$ cat src/rtl/loaderPkg.sv
`default_nettype none

package loaderPkg;

    typedef logic [15:0] memAddr_t;
    typedef logic [7:0] memByte_t;
    typedef logic [1:0] patternIdx_t;
    typedef logic [3:0] patternRow_t;

    typedef enum logic [3:0] {
        idle,
        clearMem,
        settings,
        patterns,
        tilePtrs,
        windowPtrs,
        spriteEntry,
        drain,
        finished
    } loadPhase_t;

    // Graphics region of the pixel processor
    localparam memAddr_t ClearBase = 16'hC800;
    localparam memAddr_t ClearEnd = 16'hFFFF;

    localparam memAddr_t WindowXAddr = 16'hE8A5;
    localparam memAddr_t WindowYAddr = 16'hE8A6;
    localparam memAddr_t SettingsAddr = 16'hE8A7;
    localparam memByte_t SettingsVal = 8'h01;

    localparam memAddr_t TilePtrBase = 16'hE8A8;
    localparam memAddr_t WindowPtrBase = 16'hF0A8;
    localparam memAddr_t SpritePtrBase = 16'hF300;
    localparam memAddr_t PatternBase = 16'hF800;

    localparam int PatternRows = 16;
    localparam int PatternCount = 3;
    localparam int TilePtrEntries = 1024;
    localparam int WindowPtrEntries = 300;
    localparam int WindowBlankEntries = 280;

    localparam int TilePattern = 0;   // Stripes
    localparam int WindowPattern = 1; // Bright
    localparam int PlayerPattern = 2;

    localparam memByte_t SpriteX = 8'h50;
    localparam memByte_t SpriteY = 8'h32;
    localparam memByte_t SpriteConfig = 8'h0C;

    // Bytes written per phase
    localparam int ClearWrites = ClearEnd - ClearBase + 1;
    localparam int SettingsWrites = 3;
    localparam int PatternWrites = PatternRows * PatternCount;
    localparam int TilePtrWrites = 2 * TilePtrEntries;
    localparam int WindowPtrWrites = 2 * WindowPtrEntries;
    localparam int SpriteEntryWrites = 5;

    // Pointer values stored in the tables
    localparam memAddr_t TilePtrValue = memAddr_t'(PatternBase + PatternRows * TilePattern);
    localparam memAddr_t WindowPtrValue = memAddr_t'(PatternBase + PatternRows * WindowPattern);
    localparam memAddr_t PlayerPtrValue = memAddr_t'(PatternBase + PatternRows * PlayerPattern);

endpackage

`default_nettype wire

$ cat src/rtl/memWriteIf.sv
`timescale 1ns/10ps
`default_nettype none

interface memWriteIf import loaderPkg::*; ();

    logic valid;
    logic ready;
    memAddr_t addr;
    memByte_t data;
    logic idle;     // Serializer empty, bus quiet

    modport sequencer (
        output valid,
        output addr,
        output data,
        input ready,
        input idle
    );

    modport serializer (
        input valid,
        input addr,
        input data,
        output ready,
        output idle
    );

endinterface

`default_nettype wire

$ cat src/rtl/spritePatternRom.sv
`timescale 1ns/10ps
`default_nettype none

module spritePatternRom import loaderPkg::*; (
    input wire patternIdx_t pattern,
    input wire patternRow_t row,
    output memByte_t rowBits
);

    memByte_t playerRow;

    // Small figure, one byte per row
    always_comb begin
        case (row)
            4'd0: playerRow = 8'h00;
            4'd1: playerRow = 8'h00;
            4'd2: playerRow = 8'h18;
            4'd3: playerRow = 8'h3C;
            4'd4: playerRow = 8'h18;
            4'd5: playerRow = 8'h7E;
            4'd6: playerRow = 8'h3E;
            4'd7: playerRow = 8'h5E;
            4'd8: playerRow = 8'h3E;
            4'd9: playerRow = 8'h5E;
            4'd10: playerRow = 8'h18;
            4'd11: playerRow = 8'h66;
            4'd12: playerRow = 8'h00;
            4'd13: playerRow = 8'h3C;
            4'd14: playerRow = 8'h00;
            default: playerRow = 8'h00;
        endcase
    end

    always_comb begin
        case (pattern)
            2'd0: begin
                // Stripes alternate between two rows
                rowBits = row[0] ? 8'hCC : 8'hF0;
            end
            2'd1: begin
                rowBits = 8'hFF;            // Bright
            end
            2'd2: begin
                rowBits = playerRow;
            end
            default: begin
                rowBits = 8'h00;            // No fourth pattern
            end
        endcase
    end

endmodule

`default_nettype wire

$ cat src/rtl/initSequencer.sv
`timescale 1ns/10ps
`default_nettype none

module initSequencer import loaderPkg::*; (
    input wire logic clk,
    input wire logic reset,
    input wire logic start,
    input wire logic [15:0] sw,
    memWriteIf.sequencer wr,
    output patternIdx_t pattern,
    output patternRow_t row,
    input wire memByte_t rowBits,
    output logic done
);

    loadPhase_t phase;
    loadPhase_t nextPhase;
    memAddr_t count;        // Byte index within the current phase
    memAddr_t lastCount;
    memAddr_t reqAddr;
    memByte_t reqData;
    memByte_t windowX;
    memByte_t windowY;
    memAddr_t windowPtr;
    logic xfer;

    // Pointers go out high byte first
    function automatic memByte_t ptrByte(memAddr_t ptr, logic lowHalf);
        return lowHalf ? ptr[7:0] : ptr[15:8];
    endfunction

    assign xfer = wr.valid && wr.ready;

    assign pattern = patternIdx_t'(count[5:4]);
    assign row = count[3:0];

    // Blank entries first, then the bright pattern
    assign windowPtr = ({1'b0, count[15:1]} >= memAddr_t'(WindowBlankEntries)) ?
        WindowPtrValue : '0;

    always_comb begin
        reqAddr = ClearBase + count;
        reqData = '0;
        lastCount = '0;
        nextPhase = phase;
        case (phase)
            clearMem: begin
                lastCount = memAddr_t'(ClearWrites - 1);
                nextPhase = settings;
            end
            settings: begin
                lastCount = memAddr_t'(SettingsWrites - 1);
                nextPhase = patterns;
                if (count == 16'd0) begin
                    reqAddr = WindowXAddr;
                    reqData = windowX;
                end else if (count == 16'd1) begin
                    reqAddr = WindowYAddr;
                    reqData = windowY;
                end else begin
                    reqAddr = SettingsAddr;
                    reqData = SettingsVal;
                end
            end
            patterns: begin
                reqAddr = PatternBase + count;
                reqData = rowBits;
                lastCount = memAddr_t'(PatternWrites - 1);
                nextPhase = tilePtrs;
            end
            tilePtrs: begin
                reqAddr = TilePtrBase + count;
                reqData = ptrByte(TilePtrValue, count[0]);
                lastCount = memAddr_t'(TilePtrWrites - 1);
                nextPhase = windowPtrs;
            end
            windowPtrs: begin
                reqAddr = WindowPtrBase + count;
                reqData = ptrByte(windowPtr, count[0]);
                lastCount = memAddr_t'(WindowPtrWrites - 1);
                nextPhase = spriteEntry;
            end
            spriteEntry: begin
                reqAddr = SpritePtrBase + count;
                lastCount = memAddr_t'(SpriteEntryWrites - 1);
                nextPhase = drain;
                case (count[2:0])
                    3'd0: reqData = ptrByte(PlayerPtrValue, 1'b0);
                    3'd1: reqData = ptrByte(PlayerPtrValue, 1'b1);
                    3'd2: reqData = SpriteX;
                    3'd3: reqData = SpriteY;
                    default: reqData = SpriteConfig;
                endcase
            end
            default: begin
            end
        endcase
    end

    always_ff @(posedge clk) begin
        if (reset) begin
            phase <= idle;
            count <= '0;
        end else begin
            case (phase)
                idle: begin
                    if (start) begin
                        phase <= clearMem;
                        count <= '0;
                    end
                end
                drain: begin
                    if (wr.idle)
                        phase <= finished;
                end
                finished: begin
                    phase <= finished;      // Held until reset
                end
                default: begin
                    if (xfer) begin
                        if (count == lastCount) begin
                            phase <= nextPhase;
                            count <= '0;
                        end else begin
                            count <= count + 1'b1;
                        end
                    end
                end
            endcase
        end
    end

    // Window offsets sampled once per run
    always_ff @(posedge clk) begin
        if (phase == idle && start) begin
            windowX <= sw[15:8];
            windowY <= sw[7:0];
        end
    end

    assign wr.valid = phase inside {clearMem, settings, patterns, tilePtrs, windowPtrs,
        spriteEntry};
    assign wr.addr = reqAddr;
    assign wr.data = reqData;

    // Serializer idle here means the last wrEn was on the previous cycle
    assign done = (phase == finished) || (phase == drain && wr.idle);

    addrInMap: assert property (@(posedge clk) disable iff (reset)
        wr.valid |-> (wr.addr >= ClearBase && wr.addr <= ClearEnd));

    stallHold: assert property (@(posedge clk) disable iff (reset)
        wr.valid && !wr.ready |=> wr.valid && $stable(wr.addr) && $stable(wr.data));

endmodule

`default_nettype wire

$ cat src/rtl/byteBusSerializer.sv
`timescale 1ns/10ps
`default_nettype none

module byteBusSerializer import loaderPkg::*; (
    input wire logic clk,
    input wire logic reset,
    memWriteIf.serializer wr,
    output memByte_t wrAddr,
    output memByte_t wrData,
    output logic wrEn,
    output logic addrHigh
);

    typedef enum logic [1:0] {emitIdle, emitHigh, emitLow, emitData} emitState_t;

    emitState_t state;
    memAddr_t curAddr;
    memByte_t curData;
    memAddr_t holdAddr;     // Request taken during the low-byte cycle
    memByte_t holdData;
    logic holdValid;
    logic xfer;

    assign wr.ready = (state == emitIdle) || (state == emitLow);
    assign wr.idle = (state == emitIdle);
    assign xfer = wr.valid && wr.ready;

    always_ff @(posedge clk) begin
        if (reset) begin
            state <= emitIdle;
            holdValid <= 1'b0;
        end else begin
            case (state)
                emitIdle: if (xfer) state <= emitHigh;
                emitHigh: state <= emitLow;
                emitLow: begin
                    holdValid <= xfer;
                    state <= emitData;
                end
                default: begin
                    holdValid <= 1'b0;
                    state <= holdValid ? emitLow : emitIdle;
                end
            endcase
        end
    end

    always_ff @(posedge clk) begin
        if (state == emitIdle && xfer) begin
            curAddr <= wr.addr;
            curData <= wr.data;
        end else if (state == emitData && holdValid) begin
            curAddr <= holdAddr;
            curData <= holdData;
        end
        if (state == emitLow && xfer) begin
            holdAddr <= wr.addr;
            holdData <= wr.data;
        end
    end

    // Data cycle doubles as the high byte of the held request
    assign addrHigh = (state == emitHigh) || (state == emitData && holdValid);
    assign wrEn = (state == emitData);
    assign wrData = curData;

    always_comb begin
        case (state)
            emitHigh: wrAddr = curAddr[15:8];
            emitLow: wrAddr = curAddr[7:0];
            emitData: wrAddr = holdAddr[15:8];
            default: wrAddr = '0;
        endcase
    end

    singleWrite: assert property (@(posedge clk) disable iff (reset)
        wrEn |=> !wrEn);

    lowBeforeWrite: assert property (@(posedge clk) disable iff (reset)
        wrEn |-> $past(state == emitLow));

endmodule

`default_nettype wire

$ cat src/rtl/vramLoader.sv
`timescale 1ns/10ps
`default_nettype none

module vramLoader import loaderPkg::*; (
    input wire logic clk,
    input wire logic reset,
    input wire logic start,
    input wire logic [15:0] sw,
    output logic done,
    output memByte_t wrAddr,
    output memByte_t wrData,
    output logic wrEn,
    output logic addrHigh
);

    patternIdx_t pattern;
    patternRow_t row;
    memByte_t rowBits;

    memWriteIf wrLink ();

    initSequencer sequencer (
        .clk     (clk),
        .reset   (reset),
        .start   (start),
        .sw      (sw),
        .wr      (wrLink.sequencer),
        .pattern (pattern),
        .row     (row),
        .rowBits (rowBits),
        .done    (done)
    );

    spritePatternRom patternRom (
        .pattern (pattern),
        .row     (row),
        .rowBits (rowBits)
    );

    byteBusSerializer serializer (
        .clk      (clk),
        .reset    (reset),
        .wr       (wrLink.serializer),
        .wrAddr   (wrAddr),
        .wrData   (wrData),
        .wrEn     (wrEn),
        .addrHigh (addrHigh)
    );

endmodule

`default_nettype wire

$ cat config.mk
export PLATFORM = sky130hd
export DESIGN_NAME = vramLoader
export DESIGN_NICKNAME = d
export VERILOG_FILES = /design/src/rtl/loaderPkg.sv /design/src/rtl/memWriteIf.sv /design/src/rtl/spritePatternRom.sv /design/src/rtl/initSequencer.sv /design/src/rtl/byteBusSerializer.sv /design/src/rtl/vramLoader.sv
export SDC_FILE = /design/constraint.sdc
export NUM_CORES = 1
export LEC_CHECK = 0
export BUFFER_PORTS_ARGS = -buffer_cell sky130_fd_sc_hd__buf_2
export CAP_MARGIN = 25
export CORE_MARGIN = 3
export CORE_UTILIZATION = 61
export CTS_CLUSTER_SIZE = 25
export DETAILED_ROUTE_END_ITERATION = 10
export PLACE_DENSITY = 0.87
export SYNTH_ARGS = -nofsm -noshare
export SYNTH_HDL_FRONTEND = slang
export SYNTH_SLANG_ARGS = --single-unit
$ cat constraint.sdc
create_clock -name clk -period 3.34 [get_ports clk]
set_input_delay 0.334 -clock clk [delete_from_list [all_inputs] [get_ports clk]]
set_output_delay 0.334 -clock clk [all_outputs]
set_load 0.01 [all_outputs]
; Yosys cells after proc, flatten, opt, wreduce, memory -nomap -nowiden
; Memories as Yosys holds them, arrays and structs flattened. A register that Yosys moved wholly into a read port is not among the register bits.
; Cells that the tools add are included.
[totals]
out_inout_bits = 19
wordCells = 98
ff_bits = 87
mem_bits_ro = 96
mem_count = 1
input_bits = 19
[mem_list]
columns = name, words, word_bits, rd, rd_ports_with_merged_regs, write_ports, line_no
row1 = (name not given), 16, 6, 1, 1, 0, spritePatternRom.sv:14  ; case (row)
[classes]
reduce_logical = 24
n_eq_ne = 21
magnitude_cmp = 1
n_mux = 34
add_sub_neg = 6
bitwise = 1
[ops]
columns = operator, n
row1 = 2-to-1 mux 16 bit, 7
row2 = one-hot mux 14 bit (6 select lines), 1
row3 = "adder 16 bit, first input constant", 5
row4 = one-hot mux 16 bit (5 select lines), 1
row5 = 2-to-1 mux 8 bit, 6
row6 = one-hot mux 8 bit (3 select lines), 2
row7 = one-hot mux 8 bit (5 select lines), 1
row8 = one-hot mux 16 bit (2 select lines), 1
row9 = one-hot mux 8 bit (4 select lines), 1
row10 = 2-to-1 mux 4 bit, 6
row11 = one-hot mux 4 bit (6 select lines), 1
row12 = "adder 16 x 1 -> 16 bit, second input constant", 1
row13 = "equality test 16 x 1 -> 1 bit, second input constant", 1
row14 = equality test 16 x 14 -> 1 bit, 1
row15 = "equality test 4 x 3 -> 1 bit, second input constant", 4
row16 = zero test 16 bit, 1
row17 = ">= comparator 15 x 9 -> 1 bit, second input constant", 1
row18 = one-hot mux 4 bit (3 select lines), 1
row19 = nonzero test 9 bit, 1
row20 = "equality test 4 x 2 -> 1 bit, second input constant", 2
row21 = nonzero test 4 bit, 2
row22 = "equality test 2 bit, second input constant", 3
row23 = "equality test 3 x 2 -> 1 bit, second input constant", 2
row24 = logical AND 1 bit, 6
row25 = 21 further kinds, 29

; Longest topological paths before layout
; Gate-level depths: netlist of the first run.
[logic_depth]
depth_word = 8
depth_mapped = 14
ltp_nobuf = 13

; Cells and area by module
; A second synthesis of the first run with hierarchy kept.
[unflattened]
cells_unflattened = 530
hier_area_um2 = 5486.5
[by_module_without_submodules]
columns = module, seq_area_each_um2, area_each_um2, cells_per_inst, instances
row1 = initSequencer, 880.8, 2987.9, 370, 1
row2 = byteBusSerializer, 1501.4, 2182.1, 120, 1
row3 = spritePatternRom, 0.0, 316.6, 40, 1

; Worst setup path after synthesis of the first run
; No wires, ideal clock.
[synth_timing]
path_type = reg-to-reg
start = register sequencer.phase[1]
end = register, netlist name patternRom.playerRow[5]
path_buffers = 2
synth_period_minus_slack_ns = 2.757
stages_incl_launch_ff = 12
required_ns = 3.221
slack_ns = 0.583
t_arrival_ns = 2.637
setup_ns = 0.119
path_cell_list = dfxtp_1 > buf_4 > buf_2 > inv_1 > and4_1 > nor2_1 > o21ai_4 > or2_2 > ha_1 > nor3_1 > o221ai_1 > o2bb2ai_1
[synth_via]
elab_chain_len = 8
elab_cells_between_ends = 23
classes_between = eq/ne: 10 / mux: 6 / bitwise: 1 / reduce/logical: 6
[synth_lines]
columns = element, line_no
row1 = "start, declared", initSequencer.sv:16  ; loadPhase_t phase;
row2 = "start signal, assigned", initSequencer.sv:102  ; phase <= idle;
row3 = "start signal, assigned", initSequencer.sv:108  ; phase <= clearMem;
row4 = "start signal, assigned", initSequencer.sv:114  ; phase <= finished;
row5 = equality test 4 x 3 -> 1 bit (tied with other cells), "initSequencer.sv:46, initSequencer.sv:141"
row6 = one-hot mux 14 bit (6 select lines), initSequencer.sv:46  ; case (phase)
row7 = equality test 16 x 14 -> 1 bit, initSequencer.sv:121  ; if (count == lastCount) begin
row8 = 2-to-1 mux 16 bit, initSequencer.sv:121
row9 = 2-to-1 mux 16 bit, initSequencer.sv:120  ; if (xfer) begin
row10 = one-hot mux 16 bit (2 select lines), initSequencer.sv:105  ; case (phase)
row11 = 2-to-1 mux 4 bit (no line) * (2 in series), -
; Every way passes the cells marked *; elsewhere a longest branch is shown, timed or not. The select of a mux whose other input is x is not followed.
; A chain may end at the register's enable or synchronous reset.

; Worst setup path after layout of the first run
[layout_timing]
start = register sequencer.count[2]
end = register, netlist name patternRom.playerRow[5]
[layout_via]
elab_chain_len = 6
elab_cells_between_ends = 7
classes_between = add/sub: 1 / eq/ne: 1 / mux: 5
[layout_lines]
columns = element, line_no
row1 = "start, declared", initSequencer.sv:18  ; memAddr_t count;
row2 = "start signal, assigned", initSequencer.sv:125  ; count <= count + 1'b1;
row3 = adder 16 x 1 -> 16 bit / equality test 16 x 14 -> 1 bit (equally long branches), "initSequencer.sv:125, initSequencer.sv:121"
row4 = 2-to-1 mux 16 bit, initSequencer.sv:121
row5 = 2-to-1 mux 16 bit, initSequencer.sv:120
row6 = one-hot mux 16 bit (2 select lines), initSequencer.sv:105
row7 = 2-to-1 mux 4 bit (no line) * (2 in series), -
; Marks and branches as above.

==> results of run 1 <==
-- repair_timing --
| action | in CTS | in global routing |
|---|---|---|
| gates resized for setup | 0 | 7 |
| hold buffers | 0 | 0 |
| endpoints found under the setup margin | 0 | 3 |
| setup buffers | 0 | 0 |
-- worst max path at each step --
stage / startpoint / to / slack (ns)
final: sequencer.count[2] / patternRom.playerRow[5] / 0.31
after global routing: sequencer.phase[2] / patternRom.playerRow[2] / -0.0001
after CTS: sequencer.phase[1] / patternRom.playerRow[2] / 0.18
after detailed placement: sequencer.phase[1] / serializer.curAddr[15] / 0.22
after global placement: sequencer.phase[1] / serializer.curAddr[15] / 0.26
after floorplan: sequencer.phase[1] / patternRom.playerRow[5] / 0.58
-- cells by family after synthesis --
group / count (synthesis) / share of synthesized area
AOI/OAI and AO/OA: 138 / 0.186
adders and majority gates: 23 / 0.0523
and+or+nand+nor: 200 / 0.187
buffers and inverters: 59 / 0.0450
muxes: 26 / 0.0529
xor gates and xnor gates: 24 / 0.0372
DFF: 92 / 0.439
-- metal layers --
layer	global-route usage	up-vias	share of wire
met5	0	-	0.0015
met1	0.379	2260	0.40
met3	0.0485	66	0.090
met2	0.455	308	0.47
met4	0.108	2	0.031
li1	-	2195	-
-- flip-flops by register name, indices dropped and copies added, names as in the netlist, 4 cells and up --
| register | count |
|---|---|
| patternRom.playerRow | 5 |
| sequencer.count | 16 |
| sequencer.phase | 4 |
| sequencer.windowX | 8 |
| sequencer.windowY | 8 |
| serializer.curAddr | 16 |
| serializer.holdAddr | 16 |
| serializer.holdData | 8 |
| serializer.wrData | 8 |
-- layout make-up --
class	instances	area, µm²	area share
multi-input combinational	411	2920	0.473
sequential	92	2490	0.403
timing repair buffer	59	350	0.0567
tap	108	135	0.0219
clock buffer	9	124	0.0201
inverter	23	86.3	0.0140
clock inverter	7	71.3	0.0115
-- cells in the mapped netlist, types with 4 or more instances --
cell type and number:
a211oi_1 7, a21o_1 7, a21oi_1 30, a221oi_1 6, a222oi_1 9, a22o_1 4, a22oi_1 5, and2_1 5
and4_1 4, buf_1 5, buf_2 5, buf_4 5, clkbuf_1 20, dfxtp_1 28, edfxtp_1 64, ha_1 22
inv_1 22, mux2_2 21, mux2i_1 4, nand2_1 41, nand2b_1 9, nand3_1 14, nand4_1 7, nor2_1 58
nor3_1 22, nor4_1 4, nor4bb_1 5, o211ai_1 6, o21ai_0 19, o221ai_1 5, or3_1 5, xnor2_1 17
xor2_1 7
-- layout by cell type (no fill, tap or decap), types with 9 or more instances in the layout --
cell type  count
edfxtp_1      64
nor2_1        58
nand2_1       41
buf_2         37
a21oi_1       30
dfxtp_1       23
nor3_1        22
inv_1         22
ha_1          22
buf_4         22
mux2_2        21
o21ai_0       19
xnor2_1       17
nand3_1       14
nand2b_1       9
a222oi_1       9
clkbuf_8       9
-- per-stage QoR --
step                power [mW]  cell area, µm²  cells
floorplan                 3.44            5650    562
global placement          3.99            5970    693
detailed placement        4.10            5970    693
CTS                       4.84            6160    709
global route              5.16            6180    709
finish                    4.89            6180    709
-- power by group --
group | internal, mW | switching (mW)
registers | 1.65 | 0.193
logic | 0.886 | 1.41
clock network | 0.291 | 0.460
total | 2.83 | 2.06
==> metrics.csv, run 1 <==
stage,metric,value,unit
cts,tritoncts.num_buffers,9,
setup_path,crit_cells,10,
timing,worstMarginPinSlew,0.619,ns
routing,wl,14400,µm
setup_path,cp_slowest_stage_delay,0.68,ns
timing,slew_headroom,0.586,
die,start_util,0.638,
synth,syn_area,5650,µm²
synth,synthCells,562,
synth,postSynthAreaPerCell,10.1,µm²
die,ios,38,
timing,timing.final.ws_setup,0.307,ns
cts,clk_latency,0.38,ns
routing,drtIter0Drc,695,
finish,area_delta_synth_final,9.32,%
finish,layout-drive-gt1-share,0.200,
routing,via_per_inst,6.81,
grt,grt_pass1_wl,22700,µm
synth,ys_types,80,
setup_path,crit_buf_inv,1,
power_and_ir_drop,ir_worst_vdd,487,µV
routing,post-route-drc-count,0,
setup_path,worst_ep_arrival_time,3.30,ns
finish,n_fill_cell,675,
synth,synth_ff_type,edfxtp_1,
cts,root_buffer,clkbuf_8,
timing,finalHoldViolCount,0,
finish,post-route-util,0.698,
hold_path,whs_path_depth,1,
power_and_ir_drop,p_leak,2.31,nW
cts,h-tree-depth,3,
setup_path,critical_path.max_fanout,15,
die,die_w,102,µm
placed_design,gp_congestion,0.943,
timing,setup_viol,0,
power_and_ir_drop,p_per_area,792,nW/µm²
timing,fin_tns_setup,0,ns
setup_path,slowest_stage,dfxtp_1,
grt,grt_pass1_vias,4439,
setup_path,criticalPathCategory,flop to flop,
hold_path,min_to,sequencer.windowY[4],
cts,cts_tree,done,
cts,cts.clk_slew.worst_paths,0.11,ns
setup_path,path_delay_family,compound AO/OA/AOI/OAI gates,
cts,cts_num_sinks,92,
die,die-area,10500,µm²
timing,max_freq,330,MHz
run,cap_violations,0,
synth,async_flop_share,0,
timing,min_period_over_period,0.908,
hold_path,hold_path_class,input pin to flop,
synth,ys_seq_area_frac,0.439,
grt,grt_max_degree,25,
timing,fin_crit,3.03,ns
cts,clockBufferDepth,2,
setup_path,start_kind,flop,
setup_path,end_kind,flop,
timing,hold_slack,0.121,ns
placed_design,place.port_buffers,37,
hold_path,hp-start,sw[4],
setup_path,r2r-end,patternRom.playerRow[5],
placed_design,place_ws,0.216,ns
routing,ant_nets,0,
setup_path,r2r_slack,0.31,ns
setup_path,ff2ff_path_depth,10,
setup_path,regToRegStartpoint,sequencer.count[2],
finish,nets,638,
routing,dr.pass1.iters,10,
synth,synth-seq-cells,92,
synth,synth_edf_count,64,
die,num_rows,34,
outcome,status,"finished, final reports clean",
grt,grtUsageTotal,0.281,
setup_path,critical_path.cell_chain,clkinv_1 -> a221oi_1 -> o221ai_1 -> nand4_2 -> o21ai_4 -> or2_2 -> ha_1 -> a21boi_0 -> o221ai_1 -> o2bb2ai_1,
die,die_y,102,µm
synth,synth_area_leaders,"edfxtp_1, dfxtp_1, ha_1",
placed_design,hpwl,10600,µm
routing,dr_total_vias,4831,
timing,clock_skew,0.0161,ns
die,core_area,8850,µm²
synth,netlist.area_leader.share,0.340,
grt,antenna_found_initial,1,
finish,antenna_cells,0,
synth,yosys.area.top_type,edfxtp_1,
setup_path,critPathRequiredTime,3.61,ns
timing,drv_slew,0,
setup_path,path_common_cell,o221ai_1,
grt,grt_overflow_total,0,
synth,syn-num-nets,604,
synth,yosysWarningCount,0,
routing,wl_per_cell,20.4,µm
Note: power is estimated with default switching activity, not from simulation.
==> inputs of run 2 (changes only) <==
Settings changed: CAP_MARGIN 25 to default, CORE_UTILIZATION 61 to 55, PLACE_DENSITY 0.87 to 0.81.
==> run 2 against run 1 <==
Critical path depth up 1. Flip-flop and latch count stayed put. Critical path type unchanged. Critical endpoint is now patternRom.playerRow[2]. Largest power group unchanged. Non-clock buffer count increased by 9. Sequential share of layout area decreased by 0.75 points. Worst setup slack improved by 0.052 ns. Global-route usage fell by 2.1 points.
==> metrics.csv, run 2 (synthesized netlist as in run 1, its figures left out) <==
stage,metric,value,unit,change
outcome,status,"finished, final reports clean",,
grt,grt_overflow_total,0,,unchanged
cts,cts_tree,done,,
placed_design,place.port_buffers,37,,unchanged
timing,rsz0062_at_grt,no,,
setup_path,critical_path.max_fanout,12,,-3
cts,root_buffer,clkbuf_8,,
finish,antenna_cells,0,,unchanged
timing,finalHoldViolCount,0,,unchanged
power_and_ir_drop,p_leak,2.37,nW,+2.5%
setup_path,critPathRequiredTime,3.65,ns,+0.04 ns
die,die_y,107,µm,+5.0%
timing,fin_crit,2.98,ns,-0.0520 ns
setup_path,start_kind,flop,,
setup_path,end_kind,flop,,
timing,min_period_over_period,0.893,,-0.0156
setup_path,worst_ep_arrival_time,3.29,ns,about the same
die,core_area,9860,µm²,+11%
die,start_util,0.573,,-0.0658
grt,grt_max_degree,25,,unchanged
setup_path,criticalPathCategory,flop to flop,,
grt,antenna_found_initial,0,,-1
power_and_ir_drop,ir_worst_vdd,567,µV,+16%
timing,drv_slew,0,,unchanged
placed_design,gp_congestion,0.978,,+3.8%
die,die_w,107,µm,+5.0%
routing,via_per_inst,6.37,,-6.5%
finish,final_cell_mix,"edfxtp_1, nor2_1, nand2_1",,
routing,drtIter0Drc,716,,+3.0%
cts,cts_num_sinks,92,,unchanged
timing,worstMarginPinSlew,0.602,ns,-0.0162 ns
timing,max_freq,335,MHz,+1.7%
timing,clock_skew,0.0166,ns,+0.000561 ns
cts,clockBufferDepth,2,,unchanged
grt,grt_pass1_vias,4494,,+1.2%
finish,layout-drive-gt1-share,0.213,,+0.0134
timing,fin_tns_setup,0,ns,unchanged
routing,wl,14700,µm,+1.7%
finish,post-route-util,0.638,,-0.0601
finish,nets,647,,+1.4%
grt,grt_pass1_wl,23500,µm,+3.5%
die,ios,38,,unchanged
cts,cts.clk_slew.worst_paths,0.11,ns,about the same
finish,area_delta_synth_final,11.4,%,
routing,dr.pass1.iters,7,,-3
routing,ant_nets,0,,unchanged
finish,layout_commonest_cell,edfxtp_1,,
routing,dr_total_vias,4734,,-2.0%
cts,tritoncts.num_buffers,9,,unchanged
finish,reg_top3,"sequencer.count x16, serializer.curAddr x16, serializer.holdAddr x16",,
hold_path,hold_path_class,input pin to flop,,
cts,clk_latency,0.37,ns,about the same
finish,fin_cells,743,,+4.8%
placed_design,hpwl,10900,µm,+3.2%
routing,wl_per_cell,19.8,µm,-3.0%
power_and_ir_drop,p_per_area,797,nW/µm²,+0.58%
timing,slew_headroom,0.595,,+0.00861
run,cap_violations,0,,unchanged
timing,setup_viol,0,,unchanged
die,num_rows,36,,+5.9%
cts,h-tree-depth,3,,unchanged
grt,grtUsageTotal,0.260,,-0.0211
cts,cts_hold_buf,0,,unchanged
routing,post-route-drc-count,0,,unchanged
die,die-area,11500,µm²,+10%
placed_design,placed_cells,727,,+4.9%
run 2: what timing repair did:
item                                    4_1_cts  5_1_grt
gates resized for setup                       0        6
endpoints found under the setup margin        0        2
buffers inserted                              0        0
run 2: stage by stage:
step / power [mW] / setup slack, ns / cell area, µm² / hold slack (ns)
floorplan: 3.44 / 0.583 / 5650 / 0.433
CTS: 4.98 / 0.265 / 6280 / 0.116
global placement: 4.06 / 0.407 / 6070 / 0.460
finish: 5.02 / 0.359 / 6290 / 0.124
global route: 5.29 / 0.0137 / 6290 / 0.121
detailed placement: 4.16 / 0.296 / 6070 / 0.472
run 2: per-layer routing:
layer,wire (µm),global-route usage
met1,6140,0.351
met2,7130,0.427
met3,1110,0.0414
met4,319,0.0884
met5,0,0
run 2: final cells by class:
cell class                 instances  area (µm²)
multi-input combinational        411        2920
clock inverter                     7        93.8
sequential                        92        2490
fill                             785        3570
inverter                          23        86.3
tap                              133         166
timing repair buffer              68         418
clock buffer                       9         124
run 2: final timing paths:
check                       startpoint                      end  slack (ns)  cells past startpoint
setup reg to reg    sequencer.count[6]  patternRom.playerRow[2]        0.36                     11
setup / recovery    sequencer.count[6]  patternRom.playerRow[2]        0.36                     11
hold reg to reg   serializer.holdValid     serializer.holdValid        0.50                      2
hold / removal                  sw[13]     sequencer.windowX[5]        0.12                      1
run 2: power by group:
part	total (mW)	internal (mW)	switching, mW	leakage, nW
clock	0.817	0.367	0.451	0.107
combinational	2.36	0.925	1.44	1.44
sequential	1.83	1.65	0.180	0.824
total	5.02	2.95	2.07	2.37
run 2: worst max-delay path, stage by stage, from the launching register on:
cell	delay [ns]
dfxtp_1	0.60
nand3_1	0.16
or4_1	0.45
a211oi_2	0.27
nand4_2	0.20
o21ai_4	0.22
or2_2	0.15
ha_1	0.18
inv_1	0.05
a2111oi_0	0.36
a211oi_1	0.10
o2bb2ai_1	0.17
==> inputs of run 3 (changes only) <==
Settings changed: ABC_AREA from default to 1, CORE_MARGIN 3 to 5.
==> run 3 against run 2 <==
Synthesized cell count rose by 25%. Via count increased by 2.5%. Routed wire length decreased by 5.9%. Core utilization is 1.7 points lower. Global-route usage is 1.8 points lower. Critical path depth rose by 7. Worst setup slack improved by 0.031 ns. Critical endpoint is now patternRom.playerRow[5].
==> metrics.csv, run 3 <==
stage,metric,value,unit,change
synth,yosysWarningCount,0,,unchanged
cts,root_buffer,clkbuf_8,,
hold_path,hp-start,sw[12],,
hold_path,min_to,sequencer.windowX[4],,
routing,via_per_inst,5.51,,-13%
cts,cts_tree,done,,
finish,layout-drive-gt1-share,0.137,,-0.0766
routing,wl_per_cell,15.7,µm,-21%
power_and_ir_drop,p_leak,2.81,nW,+18%
finish,fin_cells,880,,+18%
timing,setup_viol,0,,unchanged
cts,h-tree-depth,3,,unchanged
outcome,status,"finished, final reports clean",,
timing,fin_tns_setup,0,ns,unchanged
finish,antenna_cells,0,,unchanged
finish,reg_top3,"sequencer.count x16, serializer.curAddr x16, serializer.holdAddr x16",,
routing,dr_total_vias,4850,,+2.5%
cts,tritoncts.num_buffers,9,,unchanged
setup_path,path_common_cell,nand2_1,,
setup_path,ff2ff_path_depth,18,,+7
setup_path,critPathRequiredTime,3.67,ns,+0.02 ns
cts,cts.clk_slew.worst_paths,0.11,ns,about the same
synth,ys_types,40,,-50%
setup_path,cp_slowest_stage_delay,0.38,ns,-0.22 ns
finish,layout_commonest_cell,nand2_1,,
timing,worstMarginPinSlew,0.607,ns,+0.00435 ns
synth,synthCells,701,,+25%
placed_design,place.port_buffers,37,,unchanged
setup_path,regToRegStartpoint,serializer.state[0],,
timing,max_freq,339,MHz,+1.1%
routing,dr.pass1.iters,5,,-2
grt,grt_max_degree,20,,-20%
setup_path,r2r-end,patternRom.playerRow[5],,
die,num_rows,36,,unchanged
die,ios,38,,unchanged
setup_path,criticalPathCategory,flop to flop,,
synth,yosys-top-cells-count,"nand2_1, inv_1, edfxtp_1",,
setup_path,slowest_stage,dfxtp_1,,
setup_path,end_kind,flop,,
setup_path,worst_ep_arrival_time,3.28,ns,about the same
timing,drv_slew,0,,unchanged
grt,grt_pass1_wl,22500,µm,-4.0%
placed_design,placed_cells,864,,+19%
cts,clockBufferDepth,2,,unchanged
synth,yosys.area.top_type,edfxtp_1,,
power_and_ir_drop,ir_worst_vdd,470,µV,-17%
routing,ant_nets,0,,unchanged
placed_design,hpwl,10600,µm,-3.0%
synth,netlist.area_leader.share,0.349,,+0.00905
die,die_w,110,µm,+2.5%
synth,postSynthAreaPerCell,7.85,µm²,-22%
synth,synth-seq-cells,92,,unchanged
timing,fin_crit,2.95,ns,-0.0313 ns
setup_path,start_kind,flop,,
finish,final_cell_mix,"nand2_1, inv_1, edfxtp_1",,
placed_design,gp_congestion,0.945,,-3.5%
synth,syn-num-nets,743,,+23%
cts,cts_resized,0,,unchanged
hold_path,whs_path_depth,1,,unchanged
timing,rsz0062_at_grt,no,,
die,die_y,110,µm,+2.5%
setup_path,critical_path.max_fanout,16,,+4
finish,area_delta_synth_final,10.3,%,
cts,cts_hold_buf,0,,unchanged
synth,async_flop_share,0,,unchanged
timing,min_period_over_period,0.883,,-0.00936
synth,synth_edf_count,64,,unchanged
timing,slew_headroom,0.592,,-0.00257
grt,grt_overflow_total,0,,unchanged
power_and_ir_drop,p_per_area,726,nW/µm²,-8.9%
synth,ys_seq_area_frac,0.451,,+0.0117
grt,grt_pass1_vias,4648,,+3.4%
finish,nets,784,,+21%
routing,drtIter0Drc,443,,-38%
run,cap_violations,0,,unchanged
setup_path,r2r_slack,0.39,ns,+0.03 ns
timing,finalHoldViolCount,0,,unchanged
die,start_util,0.563,,-0.00970
die,core_area,9770,µm²,-0.91%
grt,antenna_found_initial,0,,unchanged
synth,synth_area_leaders,"edfxtp_1, nand2_1, dfxtp_1",,
die,die-area,12100,µm²,+5.1%
synth,syn_area,5500,µm²,-2.6%
synth,synth_ff_type,edfxtp_1,,
timing,hold_slack,0.120,ns,-0.00389 ns
cts,clk_latency,0.38,ns,about the same
timing,clock_skew,0.0173,ns,+0.000723 ns
hold_path,hold_path_class,input pin to flop,,
cts,post_cts_buffers,0,,unchanged
routing,wl,13800,µm,-5.9%
cts,cts_num_sinks,92,,unchanged
synth,synth.most_common_cell,nand2_1,,
grt,grtUsageTotal,0.241,,-0.0184
routing,post-route-drc-count,0,,unchanged
setup_path,critical_path.cell_chain,inv_1 -> ha_1 -> or2_2 -> nand2_1 -> nor2_1 -> nand2_1 -> nor2_1 -> nand2_1 -> nand2_2 -> nand2_4 -> nand2_4 -> nor2_2 -> inv_1 -> ha_1 -> or2_2 -> nand2_1 -> nand2_1 -> nand2_1,,
[run 3: worst max-delay path, delay by kind of cell, from the launching register on]
family | cells | cell delay (ns)
adder cells (fa/ha/maj) | 2 | 0.64
AND/OR/NAND/NOR | 14 | 1.71
flip-flops | 1 | 0.38
buffers and inverters | 2 | 0.18
[run 3: per-layer routing]
metal / wire, µm / GRT usage
met5: 0 / 0
met4: 367 / 0.0944
met3: 943 / 0.0320
met2: 6280 / 0.375
met1: 6240 / 0.344
[run 3: cells by family after synthesis]
logic type	share of synthesized area
adder cells (fa/ha/maj)	0.0537
AO/OA/AOI/OAI	0.0978
AND/OR/NAND/NOR	0.308
flip-flops	0.451
XOR/XNOR	0.0141
buffers and inverters	0.0755
[run 3: worst max path at each step]
stage	startpoint	end
2_1_floorplan	serializer.state[0]	patternRom.playerRow[5]
3_3_place_gp	serializer.state[0]	patternRom.playerRow[5]
3_5_place_dp	serializer.state[0]	patternRom.playerRow[5]
4_1_cts	serializer.state[0]	patternRom.playerRow[5]
5_1_grt	serializer.state[0]	patternRom.playerRow[5]
6_report	serializer.state[0]	patternRom.playerRow[5]
[run 3: layout make-up]
type	count	area, µm²
clock buffer	9	124
multi-input combinational	503	2610
inverter	85	319
sequential	92	2480
fill	878	3710
timing repair buffer	51	290
tap	133	166
clock inverter	7	81.3
[run 3: metrics by stage]
stage / total power, mW / instance area, µm² / setup WS, ns / utilization
after floorplan: 3.13 / 5500 / 0.656 / -
after global placement: 3.60 / 5860 / 0.510 / 0.600
after detailed placement: 3.65 / 5860 / 0.438 / 0.600
after CTS: 4.41 / 6070 / 0.402 / 0.621
after global routing: 4.74 / 6070 / 0.142 / 0.621
final: 4.41 / 6070 / 0.390 / 0.621
[run 3: report_power, final]
part	total (mW)	switching (mW)	internal [mW]
Sequential	1.74	0.107	1.63
Combinational	1.91	1.34	0.571
Clock	0.761	0.464	0.297
